$ cat src/mac_defs.svh
// widths assume MUL_STEPS * MUL_SLICE_W == MAC_W and MAC_W + MAC_SHIFT == MAC_RES_W
`ifndef MAC_DEFS_SVH
`define MAC_DEFS_SVH

// operand and result widths
`define MAC_W 56
`define MAC_RES_W 110
`define MAC_PROD_W 112

// addend is placed above the product's integer part
`define MAC_SHIFT 54

// iterative multiplier geometry
`define MUL_SLICE_W 14
`define MUL_STEPS 4

`endif

$ cat src/mac_pkg.sv
// shared mantissa datapath types; widths come from mac_defs.svh, d is truncated to MAC_RES_W
package mac_pkg;

    `include "mac_defs.svh"

    // plain vectors with a meaning
    typedef logic signed [`MAC_W-1:0] mac_word_t;
    typedef logic [`MAC_RES_W-1:0] mac_res_t;
    typedef logic signed [`MAC_PROD_W-1:0] mac_prod_t;
    typedef logic lane_id_t;

    // lane input bundle, valid is a single-cycle strobe
    typedef struct packed {
        logic valid;
        logic op;
        mac_word_t a;
        mac_word_t b;
        mac_word_t c;
    } mac_in_t;

    // lane output bundle, ready pulses once per operation
    typedef struct packed {
        logic ready;
        mac_res_t d;
    } mac_out_t;

    // multiplier command
    typedef struct packed {
        logic start;
        mac_word_t a;
        mac_word_t b;
    } mul_req_t;

    // multiplier response
    typedef struct packed {
        logic valid;
        mac_prod_t prod;
    } mul_rsp_t;

    // lane sequencing
    typedef enum logic [2:0] {
        IDLE,
        REQ,
        MUL,
        ADD,
        OUT
    } mac_state_t;

endpackage

$ cat src/mul_iter.sv
// signed 56x56 multiplier, one slice per cycle; start is ignored while a product is in flight
`include "mac_defs.svh"

module mul_iter (
    input  logic              clk,
    input  logic              rst_n,
    input  mac_pkg::mul_req_t req_i,
    output mac_pkg::mul_rsp_t rsp_o
);

    import mac_pkg::*;

    localparam int STEP_W = $clog2(`MUL_STEPS);
    localparam int PART_W = `MAC_W + `MUL_SLICE_W;

    // control state
    logic busy_q;
    logic valid_q;
    logic [STEP_W-1:0] step_q;
    logic last_step;

    // operand magnitudes and product sign
    logic [`MAC_W-1:0] a_mag_q;
    logic [`MAC_W-1:0] b_mag_q;
    logic neg_q;

    // accumulation
    logic [`MUL_SLICE_W-1:0] b_slice;
    logic [PART_W-1:0] partial;
    logic [`MAC_PROD_W-1:0] acc_q;
    logic [`MAC_PROD_W-1:0] acc_next;
    mac_prod_t prod_q;

    logic start_ok;

    assign start_ok = req_i.start && !busy_q;
    assign last_step = (step_q == STEP_W'(`MUL_STEPS - 1));

    // one slice of b against the whole of a, shifted into place
    always_comb begin
        b_slice = b_mag_q[step_q*`MUL_SLICE_W +: `MUL_SLICE_W];
        partial = a_mag_q * b_slice;
        acc_next = acc_q
            + ({{(`MAC_PROD_W - PART_W){1'b0}}, partial} << (step_q * `MUL_SLICE_W));
    end

    always_ff @(posedge clk or negedge rst_n) begin
        if (!rst_n) begin
            busy_q  <= 1'b0;
            valid_q <= 1'b0;
            step_q  <= '0;
        end else begin
            valid_q <= 1'b0;
            if (start_ok) begin
                busy_q <= 1'b1;
                step_q <= '0;
            end else if (busy_q) begin
                step_q <= step_q + 1'b1;
                if (last_step) begin
                    busy_q  <= 1'b0;
                    valid_q <= 1'b1;
                end
            end
        end
    end

    // datapath registers, qualified by the control above
    always_ff @(posedge clk) begin
        if (start_ok) begin
            // magnitude of the most negative value still fits unsigned
            a_mag_q <= req_i.a[`MAC_W-1] ? -req_i.a : req_i.a;
            b_mag_q <= req_i.b[`MAC_W-1] ? -req_i.b : req_i.b;
            neg_q   <= req_i.a[`MAC_W-1] ^ req_i.b[`MAC_W-1];
            acc_q   <= '0;
        end else if (busy_q) begin
            acc_q <= acc_next;
            if (last_step) begin
                // sign restored only once, on the final sum
                prod_q <= neg_q ? -acc_next : acc_next;
            end
        end
    end

    assign rsp_o.valid = valid_q;
    assign rsp_o.prod  = prod_q;

endmodule

$ cat src/mul_arbiter.sv
// two-lane round-robin arbiter; one product in flight at a time, lane 0 first after reset
module mul_arbiter (
    input  logic               clk,
    input  logic               rst_n,
    input  logic [1:0]         req_i,
    input  mac_pkg::mac_word_t a0_i,
    input  mac_pkg::mac_word_t b0_i,
    input  mac_pkg::mac_word_t a1_i,
    input  mac_pkg::mac_word_t b1_i,
    output logic [1:0]         grant_o,
    output mac_pkg::mul_req_t  mul_req_o,
    input  mac_pkg::mul_rsp_t  mul_rsp_i,
    output mac_pkg::mul_rsp_t  rsp0_o,
    output mac_pkg::mul_rsp_t  rsp1_o
);

    import mac_pkg::*;

    logic busy_q;
    lane_id_t owner_q;
    // lane that wins the next tie
    lane_id_t prio_q;

    lane_id_t winner;
    logic grant_any;

    always_comb begin
        if (req_i == 2'b11) begin
            winner = prio_q;
        end else begin
            winner = req_i[1];
        end
    end

    assign grant_any = !busy_q && (|req_i);

    // one-cycle grant, same cycle as the start
    assign grant_o[0] = grant_any && (winner == 1'b0);
    assign grant_o[1] = grant_any && (winner == 1'b1);

    assign mul_req_o.start = grant_any;
    assign mul_req_o.a     = winner ? a1_i : a0_i;
    assign mul_req_o.b     = winner ? b1_i : b0_i;

    always_ff @(posedge clk or negedge rst_n) begin
        if (!rst_n) begin
            busy_q  <= 1'b0;
            owner_q <= 1'b0;
            prio_q  <= 1'b0;
        end else begin
            if (grant_any) begin
                busy_q  <= 1'b1;
                owner_q <= winner;
                prio_q  <= ~winner;
            end else if (mul_rsp_i.valid) begin
                busy_q <= 1'b0;
            end
        end
    end

    // product goes to both, valid only to the owner
    assign rsp0_o.prod  = mul_rsp_i.prod;
    assign rsp1_o.prod  = mul_rsp_i.prod;
    assign rsp0_o.valid = mul_rsp_i.valid && (owner_q == 1'b0);
    assign rsp1_o.valid = mul_rsp_i.valid && (owner_q == 1'b1);

endmodule

$ cat src/fp_mac.sv
// one lane of d = (a << 54) +/- b*c mod 2^110; valid outside IDLE is dropped, d holds until next op
`include "mac_defs.svh"

module fp_mac (
    input  logic               clk,
    input  logic               rst_n,
    input  mac_pkg::mac_in_t   mac_i,
    output mac_pkg::mac_out_t  mac_o,
    output logic               mul_req_o,
    output mac_pkg::mac_word_t mul_a_o,
    output mac_pkg::mac_word_t mul_b_o,
    input  logic               grant_i,
    input  mac_pkg::mul_rsp_t  mul_rsp_i
);

    import mac_pkg::*;

    mac_state_t state_q;
    mac_state_t state_n;

    // latched operands
    logic op_q;
    mac_word_t a_q;
    mac_word_t b_q;
    mac_word_t c_q;
    logic a_zero;

    // accumulate path
    mac_res_t prod_sel;
    mac_res_t addend;
    mac_res_t term;
    mac_res_t sum;

    mac_res_t d_q;
    logic ready_q;

    logic accept;
    logic load_bare;
    logic load_sum;

    assign accept    = (state_q == IDLE) && mac_i.valid;
    assign a_zero    = (a_q == '0);
    assign load_bare = (state_q == MUL) && mul_rsp_i.valid && a_zero;
    assign load_sum  = (state_q == ADD);

    always_comb begin
        state_n = state_q;
        case (state_q)
            IDLE: begin
                if (mac_i.valid) begin
                    state_n = REQ;
                end
            end
            REQ: begin
                if (grant_i) begin
                    state_n = MUL;
                end
            end
            MUL: begin
                if (mul_rsp_i.valid) begin
                    // zero addend skips the add cycle
                    state_n = a_zero ? OUT : ADD;
                end
            end
            ADD: state_n = OUT;
            OUT: state_n = IDLE;
            default: state_n = IDLE;
        endcase
    end

    always_ff @(posedge clk or negedge rst_n) begin
        if (!rst_n) begin
            state_q <= IDLE;
            ready_q <= 1'b0;
        end else begin
            state_q <= state_n;
            ready_q <= load_bare || load_sum;
        end
    end

    always_ff @(posedge clk) begin
        if (accept) begin
            op_q <= mac_i.op;
            a_q  <= mac_i.a;
            b_q  <= mac_i.b;
            c_q  <= mac_i.c;
        end
        if (load_bare || load_sum) begin
            d_q <= load_sum ? sum : term;
        end
    end

    // multiplier output holds the product through the add cycle
    // low 110 bits only, so negation wraps mod 2^110
    assign prod_sel = mul_rsp_i.prod[`MAC_RES_W-1:0];
    assign term     = op_q ? -prod_sel : prod_sel;
    assign addend   = {a_q, {`MAC_SHIFT{1'b0}}};
    assign sum      = addend + term;

    // request held as a level until granted
    assign mul_req_o = (state_q == REQ);
    assign mul_a_o   = b_q;
    assign mul_b_o   = c_q;

    assign mac_o.ready = ready_q;
    assign mac_o.d     = d_q;

endmodule

$ cat src/mac_pair_top.sv
// two MAC lanes sharing one multiplier; latency per lane grows under contention
module mac_pair_top (
    input  logic              clk,
    input  logic              rst_n,
    input  mac_pkg::mac_in_t  lane0_i,
    input  mac_pkg::mac_in_t  lane1_i,
    output mac_pkg::mac_out_t lane0_o,
    output mac_pkg::mac_out_t lane1_o
);

    import mac_pkg::*;

    logic [1:0] lane_req;
    logic [1:0] lane_grant;
    mac_word_t a0;
    mac_word_t b0;
    mac_word_t a1;
    mac_word_t b1;
    mul_req_t mul_req;
    mul_rsp_t mul_rsp;
    mul_rsp_t rsp0;
    mul_rsp_t rsp1;

    fp_mac u_mac0 (
        .clk       (clk),
        .rst_n     (rst_n),
        .mac_i     (lane0_i),
        .mac_o     (lane0_o),
        .mul_req_o (lane_req[0]),
        .mul_a_o   (a0),
        .mul_b_o   (b0),
        .grant_i   (lane_grant[0]),
        .mul_rsp_i (rsp0)
    );

    fp_mac u_mac1 (
        .clk       (clk),
        .rst_n     (rst_n),
        .mac_i     (lane1_i),
        .mac_o     (lane1_o),
        .mul_req_o (lane_req[1]),
        .mul_a_o   (a1),
        .mul_b_o   (b1),
        .grant_i   (lane_grant[1]),
        .mul_rsp_i (rsp1)
    );

    mul_arbiter u_arb (
        .clk       (clk),
        .rst_n     (rst_n),
        .req_i     (lane_req),
        .a0_i      (a0),
        .b0_i      (b0),
        .a1_i      (a1),
        .b1_i      (b1),
        .grant_o   (lane_grant),
        .mul_req_o (mul_req),
        .mul_rsp_i (mul_rsp),
        .rsp0_o    (rsp0),
        .rsp1_o    (rsp1)
    );

    mul_iter u_mul (
        .clk   (clk),
        .rst_n (rst_n),
        .req_i (mul_req),
        .rsp_o (mul_rsp)
    );

endmodule

$ cat config.mk
export PLATFORM = sky130hd
export DESIGN_NAME = mac_pair_top
export DESIGN_NICKNAME = d
export VERILOG_FILES = /design/src/mac_pkg.sv /design/src/mul_iter.sv /design/src/mul_arbiter.sv /design/src/fp_mac.sv /design/src/mac_pair_top.sv
export VERILOG_INCLUDE_DIRS = /design/src
export SDC_FILE = /design/constraint.sdc
export NUM_CORES = 2
export LEC_CHECK = 0
export ABC_AREA = 0
export BUFFER_PORTS_ARGS = -buffer_cell sky130_fd_sc_hd__buf_2
export CORE_AREA = 2 2 581 468
export DETAILED_ROUTE_END_ITERATION = 8
export DIE_AREA = 0 0 583 470
export GPL_TIMING_DRIVEN = 0
export PLACE_DENSITY_LB_ADDON = 0.3
export RECOVER_POWER = 25
export SETUP_SLACK_MARGIN = 0.4
export SYNTH_ARGS = -nofsm -noshare
export SYNTH_HDL_FRONTEND = slang
export SYNTH_SLANG_ARGS = --single-unit
$ cat constraint.sdc
create_clock -name clk -period 17.4 [get_ports clk]
set_input_delay 0 -clock clk [delete_from_list [all_inputs] [get_ports clk]]
set_output_delay 0 -clock clk [all_outputs]
set_load 0.05 [all_outputs]
======== After elaboration in Yosys (flattened, before gate mapping) ========
Index checks and enable logic that the tools add are counted.
word-level totals
  bits in latches ......................... 0
  register bits after elaboration ......... 908
  output and inout bits ................... 222
  memories kept ........................... 0
  ROM bits ................................ 0
  bits in writable memories ............... 0
  logic and storage cells ................. 113
  input bits .............................. 342
cells by class
  shift operators ......................... 2
  equal/unequal tests ..................... 14
  multiplexer cells ....................... 30
  multipliers ............................. 2
  add/subtract/negate cells ............... 8
  $lt $le $gt $ge ......................... 0
  bitwise gates (word level) .............. 4
  divide/modulo/power cells ............... 0
  reduce and logical (&&, ||, !) cells .... 26
operator list
  operator               number
  $mux W110              5
  $add A110 B110 Y110    2
  $neg A110 Y110         2
  $add A112 B112 Y112    1
  $logic_not A56 Y1      2
  $mux W56               2
  $neg A56 Y56           2
  $shl A70 B6 Y112       1
  $mux W55               2
  $mul A56 B14 Y70       1
  $shiftx A56 B7 Y14     1
  $mux W3                8
  $pmux W3 S4            2
  $eq A3 B2 Y1 const B   4
  $logic_and A1 B1 Y1    12
  $mux W1                9
  $reduce_and A3 Y1      3
  $ne A2 B2 Y1 const B   4
  $eq A3 B1 Y1 const B   2
  $logic_not A3 Y1       2
  $mul A2 B3 Y5 const B  1
  $eq A2 B2 Y1 const B   2
  $mux W2                2
  $ne A2 B1 Y1 const B   2
  other kinds (7)        12

======== Logic depth before layout (Yosys ltp) ========
  word-level depth ........................ 7
  gate-level depth with buffers ........... 52
  mapped depth without buffers ............ 44

======== Modules after synthesis ========
A second synthesis with hierarchy kept.
unflattened totals
  cell total of the unflattened synthesis .. 9431
  area, all modules ....................... 87894.3 µm²
by module, submodules not included
  module           sequential area each (µm²)  area an instance (µm²)  times used  cells each
  mul_iter         9098.7                      54481.0                 1           6460
  fp_mac (u_mac1)  8478.1                      15299.7                 1           1341
  fp_mac (u_mac0)  8478.1                      14899.3                 1           1263
  mul_arbiter      75.1                        3214.3                  1           367

======== Least setup slack after synthesis ========
Ideal clock, no wire load.
  path type ............................... flip-flop to flip-flop
  start point ............................. register u_mac0.state_q[1]
  end point ............................... register u_mac0.a_q[0], enable pin
  slack ................................... -1703 ps
  buffers on the path ..................... 1
  cell stages (with the launch flop) ...... 3
  arrival ................................. 17933 ps
  setup time .............................. 1170 ps
  clock period less this slack ............ 19103 ps
  data required time ...................... 16230 ps
  cell sequence ........................... dfrtp_1 -> clkbuf_1 -> nor4b_1
between the ends
  word-level cells in the longest chain between the ends .. 2
RTL lines
  what                      RTL line      text
  start: declaration        fp_mac.sv:18  mac_state_t state_q;
  start signal: assignment  fp_mac.sv:76  state_q <= state_n;
  $logic_not A3 Y1          fp_mac.sv:41  assign accept = (state_q == IDLE) && mac_i.valid;
  $logic_and A1 B1 Y1       fp_mac.sv:41
  net u_mac0.accept         fp_mac.sv:37  logic accept;
  end signal: assignment    fp_mac.sv:84  a_q <= mac_i.a;
  end: declaration          fp_mac.sv:23  mac_word_t a_q;
The timed path passes the listed nets, and every way through them passes these cells.
A chain may end at the register's enable or synchronous reset.

======== Worst setup path after layout ========
  start point ............................. register u_mul.step_q[0]
  end point ............................... register u_mul.prod_q[109] (data pin)
between the ends
  word-level cells in the longest chain between the ends .. 7
RTL lines
  what                                RTL line        text
  start: declaration                  mul_iter.sv:19  logic [STEP_W-1:0] step_q;
  start signal: assignment            mul_iter.sv:58  step_q <= step_q + 1'b1;
  $mul A2 B3 Y5 (no source line) (*)  --
  $shiftx A56 B7 Y14                  mul_iter.sv:41  b_slice = b_mag_q[step_q*`MUL_SLICE_W +: `MUL_SLICE_W];
  $mul A56 B14 Y70                    mul_iter.sv:42  partial = a_mag_q * b_slice;
  $shl A70 B6 Y112 (*)                mul_iter.sv:44  + ({{(`MAC_PROD_W - PART_W){1'b0}}, partial} << (step_q * `MUL_SLICE_W));
  $add A112 B112 Y112 (*)             mul_iter.sv:43  acc_next = acc_q
  $neg A110 Y110                      mul_iter.sv:79  prod_q <= neg_q ? -acc_next : acc_next;
  $mux W110 (*)                       mul_iter.sv:79
  end signal: assignment              mul_iter.sv:79
  end: declaration                    mul_iter.sv:32  mac_prod_t prod_q;
Every way passes the cells marked *; elsewhere a longest branch is shown, timed or not.

==> results.rst <==
.. list-table::
   :header-rows: 1

   * - Metric
     - Value
   * - Final net count
     - 11540
   * - First-pass GRT wire length
     - 511000 um
   * - Source-to-sink clock delay at the later pin of the worst-skew pair
     - 0.78 ns
   * - Post-DP HPWL
     - 279000 um
   * - Max Freq
     - 60.2 MHz
   * - Hold Vio Cnt, Final
     - 0
   * - Effective utilization at floorplan
     - 30.8%
   * - DRC violation count after routing
     - 0
   * - Setup repair after global routing missed its margin
     - no
   * - Clock tree root driver cell
     - sky130_fd_sc_hd__clkbuf_16
   * - Most Frequent Cell on Critical Path
     - sky130_fd_sc_hd__fa_1
   * - Layout Area Growth over Synthesis
     - 22.2%
   * - Count of cells along the worst register-to-register path
     - 46
   * - Flip-flop cell with the highest count after synthesis
     - sky130_fd_sc_hd__edfxtp_1
   * - Sequential share of the synthesized area
     - 31.4%
   * - DRT Pass-1 Iters
     - 9
   * - Class of the most critical setup path
     - reg -> reg
   * - Ys Warns
     - 0
   * - Number of filler cells placed in the layout
     - 26844
   * - Final max-slew violation count
     - 0
   * - Overflow after GRT
     - 0
   * - Port Buffers
     - 563
   * - Horizontal die dimension
     - 583 um
   * - Number of instances in the placed design
     - 12958
   * - Height of the die
     - 470 um
   * - Iteration-0 DRC count of the detailed router
     - 7777
   * - CP startpoint kind
     - flip-flop
   * - Critical path required time
     - 17.90 ns
   * - Number of flops mapped to enable cells by yosys
     - 781
   * - Routed vias
     - 74970
   * - Number of vias per cell after detailed routing
     - 5.42
   * - Avg WL per Cell
     - 25.2 um
   * - Final Core Density
     - 37.6%
   * - Antenna violations before repair
     - 24
   * - Largest fanout of any net on the critical path
     - 10
   * - Setup slack, reg-to-reg
     - 0.78 ns
   * - Min-Delay Startpoint
     - lane1_i[167]
   * - Synthesized net count
     - 10144
   * - Clk_skew
     - 0.103 ns
   * - Time the worst path needs with I/O delays and setup
     - 16.62 ns
   * - Number of nets still failing antenna checks after routing
     - 0
   * - H-tree depth
     - 3
   * - Count of final setup violators
     - 0
   * - Row Count
     - 171
   * - Arr. time, crit path
     - 17.13 ns
   * - Number of top-level pins
     - 564
   * - Worst Max-Slew Pin Slew
     - 1.47 ns
   * - HP Class
     - in -> reg
   * - Critical path's largest stage delay
     - 0.73 ns
   * - Sink of the worst hold path
     - u_mac1.a_q[55]$_DFFE_PP_
   * - Layout cells sized above 1
     - 8.51%
   * - Final WL
     - 348000 um
   * - Area of the die
     - 274000 um^2
   * - Post-Syn Instances
     - 8794
   * - Result of the run
     - finished clean
   * - Clock slew at the register clock pins of the worst setup and hold paths
     - 0.06 ns
   * - Hold Crit Depth
     - 2
   * - Max-cap violation count
     - 0
   * - Number of distinct standard cells referenced by the synthesized netlist
     - 108
   * - TritonCTS clock tree
     - yes
   * - Floorplan Core Area
     - 269000 um^2
   * - Count of state elements after synthesis
     - 906
   * - Tightest slew margin relative to the limit
     - 1.80%
   * - Crit path max-delay cell type
     - sky130_fd_sc_hd__mux4_2
   * - GP Congestion
     - 0.975
   * - Ys async rst share
     - 1.66%
   * - Total routing usage reported by global routing
     - 24.9%
   * - Crit. End Element
     - flip-flop
   * - FF-to-FF End
     - u_mul.prod_q[109]$_DFFE_PP_
   * - CTS Sinks
     - 906
   * - Maximum number of pins on one net before global-route repair
     - 39
   * - Post-layout instance count excluding filler cells
     - 13829
   * - Clock buffer count from CTS
     - 98
   * - Fin crit share
     - 95.5%
   * - Reg-to-reg critical path startpoint
     - u_mul.step_q[0]$_DFFE_PN0P_
   * - Maximum number of buffers from clock root to sink
     - 3
   * - Number of global-route vias before repair
     - 75034
   * - Netlist area before placement
     - 82800 um^2
   * - Mean post-synth cell area
     - 9.41 um^2
[final cells by class]
cell class	instances	area [um^2]	share of cell area [%]
Sequential cell	906	26000	25.7
Timing Repair Buffer	1296	10100	10.0
Clock inverter	66	888	0.878
Multi-Input combinational cell	6770	52800	52.2
Inverter	652	2450	2.42
Antenna cell	8	20.0	0.0198
Buffer	466	1870	1.84
Tap cell	3546	4440	4.39
Clock buffer	119	2530	2.50
[flip-flops by register name (all words and copies together), names as in the netlist, 2 cells and up]
register        cells
u_mac0.d_q        110
u_mac1.state_q      3
u_mac1.mul_a_o     56
u_mac1.a_q         56
u_mac0.a_q         56
u_mac0.state_q      3
u_mac1.d_q        110
u_mul.b_mag_q      56
u_mul.prod_q      110
u_mac0.mul_a_o     56
u_mac0.mul_b_o     56
u_mul.a_mag_q      56
u_mac1.mul_b_o     56
u_mul.step_q        2
u_mul.acc_q       110
[Yosys cell counts (15+ instances only)]
cell type                  count  share of area [%]
sky130_fd_sc_hd__nor2_1      459                2.1
sky130_fd_sc_hd__o21ai_0     492                3.0
sky130_fd_sc_hd__o21a_1       64               0.58
sky130_fd_sc_hd__o41ai_1      18               0.19
sky130_fd_sc_hd__a211oi_1     46               0.42
sky130_fd_sc_hd__xor2_1      179                1.9
sky130_fd_sc_hd__or4_1        53               0.48
sky130_fd_sc_hd__nor4_1       82               0.62
sky130_fd_sc_hd__and3_1       60               0.45
sky130_fd_sc_hd__a21oi_1     435                2.6
sky130_fd_sc_hd__mux4_2       33               0.90
sky130_fd_sc_hd__nand2b_1     61               0.46
sky130_fd_sc_hd__fa_1        648                 16
sky130_fd_sc_hd__a31oi_1      69               0.52
sky130_fd_sc_hd__ha_1        360                5.4
sky130_fd_sc_hd__inv_1       648                2.9
sky130_fd_sc_hd__or3_1        97               0.73
sky130_fd_sc_hd__nand3_1     114               0.69
sky130_fd_sc_hd__nand4_1      97               0.73
sky130_fd_sc_hd__and4_1       22               0.23
sky130_fd_sc_hd__o21bai_1     51               0.46
sky130_fd_sc_hd__buf_1        56               0.25
sky130_fd_sc_hd__o31ai_1      89               0.81
sky130_fd_sc_hd__or2_2        33               0.25
sky130_fd_sc_hd__a21o_1      151                1.4
sky130_fd_sc_hd__nand2_1    1351                6.1
sky130_fd_sc_hd__nor3b_1      19               0.17
sky130_fd_sc_hd__nor2b_1      40               0.30
sky130_fd_sc_hd__xnor2_1     490                5.2
sky130_fd_sc_hd__a22o_1       26               0.28
sky130_fd_sc_hd__and2_1      310                2.3
sky130_fd_sc_hd__mux2i_1     222                2.7
sky130_fd_sc_hd__o211ai_1     34               0.31
sky130_fd_sc_hd__a21boi_0     15               0.14
sky130_fd_sc_hd__nor3_1      193                1.2
sky130_fd_sc_hd__o22ai_1      26               0.20
sky130_fd_sc_hd__dfxtp_1     110                2.7
sky130_fd_sc_hd__mux2_2       53               0.72
sky130_fd_sc_hd__dfrtp_1      15               0.45
sky130_fd_sc_hd__edfxtp_1    781                 28
sky130_fd_sc_hd__clkbuf_1    391                1.8
[logic make-up after synthesis]
group,synth area share [%]
adders and majority gates,21.1
buffers and inverters,5.12
xor gates and xnor gates,7.08
DFF,31.4
AOI/OAI and AO/OA,13.3
and+or+nand+nor,17.6
muxes,4.30
[per-layer routing]
metal  wire length, um  global-route usage (%)  part of all wire (%)  vias up
met5                69                       0                 0.020        -
met2            150000                    37.9                    43     3439
met1            159000                    36.1                    46    37577
li1                  -                       -                     -    33450
met4              9180                    6.17                   2.6       12
met3             30000                    4.72                   8.6      492
[worst max-delay path: cells and delay by family, from the launching register on]
kind / cells / cell delay, ns
adder cells (fa/ha/maj): 8 / 3.74
buffers and inverters: 10 / 2.61
AO/OA/AOI/OAI: 12 / 4.18
multiplexers: 4 / 1.57
flip-flops: 1 / 0.35
XOR/XNOR: 3 / 0.68
AND/OR/NAND/NOR: 9 / 3.18
[cell usage in the layout, fill, tap and decap left out, types with 98 or more instances in the layout]
cell | netlist | layout
sky130_fd_sc_hd__xor2_1 | 179 | 179
sky130_fd_sc_hd__inv_1 | 648 | 648
sky130_fd_sc_hd__clkbuf_16 | 0 | 98
sky130_fd_sc_hd__edfxtp_1 | 781 | 781
sky130_fd_sc_hd__and2_1 | 310 | 310
sky130_fd_sc_hd__dlygate4sd3_1 | 0 | 673
sky130_fd_sc_hd__dfxtp_1 | 110 | 110
sky130_fd_sc_hd__nand2_1 | 1351 | 1351
sky130_fd_sc_hd__mux2i_1 | 222 | 220
sky130_fd_sc_hd__a21oi_1 | 435 | 435
sky130_fd_sc_hd__nor3_1 | 193 | 186
sky130_fd_sc_hd__ha_1 | 360 | 360
sky130_fd_sc_hd__nor2_1 | 459 | 455
sky130_fd_sc_hd__fa_1 | 648 | 648
sky130_fd_sc_hd__o21ai_0 | 492 | 480
sky130_fd_sc_hd__nand3_1 | 114 | 114
sky130_fd_sc_hd__xnor2_1 | 490 | 488
sky130_fd_sc_hd__a21o_1 | 151 | 151
sky130_fd_sc_hd__buf_2 | 14 | 383
sky130_fd_sc_hd__clkbuf_1 | 391 | 565
[worst max path at each step]
stage,endpoint,startpoint,cells past startpoint
6_report,u_mul.prod_q[109]$_DFFE_PP_,u_mul.step_q[0]$_DFFE_PN0P_,46
5_1_grt,u_mul.prod_q[109]$_DFFE_PP_,u_mul.step_q[0]$_DFFE_PN0P_,48
4_1_cts,u_mul.prod_q[109]$_DFFE_PP_,u_mul.step_q[0]$_DFFE_PN0P_,45
3_5_place_dp,u_mul.prod_q[109]$_DFFE_PP_,u_mul.step_q[0]$_DFFE_PN0P_,47
3_3_place_gp,u_mac0.ready_q$_DFF_PN0_,u_mac0.a_q[49]$_DFFE_PP_,5
2_1_floorplan,u_mul.prod_q[109]$_DFFE_PP_,u_mul.step_q[0]$_DFFE_PN0P_,47
[through the flow]
stage	hold WS (ns)	area, um^2	TNS [ns]	worst slack [ns]
global route	0.0694	101000	0	0.405
global placement	-0.0459	90000	-280.76	-2.43
finish	0.0858	101000	0	0.776
CTS	0.00299	101000	0	0.421
detailed placement	-0.0271	90900	-60.54	-1.83
floorplan	-0.296	82800	0	3.66
[what timing repair did]
action	4_1_cts	5_1_grt
setup endpoints to repair	97	38
hold buffers	673	0
buffers inserted	0	5
pin swaps	1	5
resized for setup	56	58
endpoints found under the hold margin	400	0
Power is not shown: default switching activity piles up to over one toggle a cycle in this logic, so the estimate is an artifact.
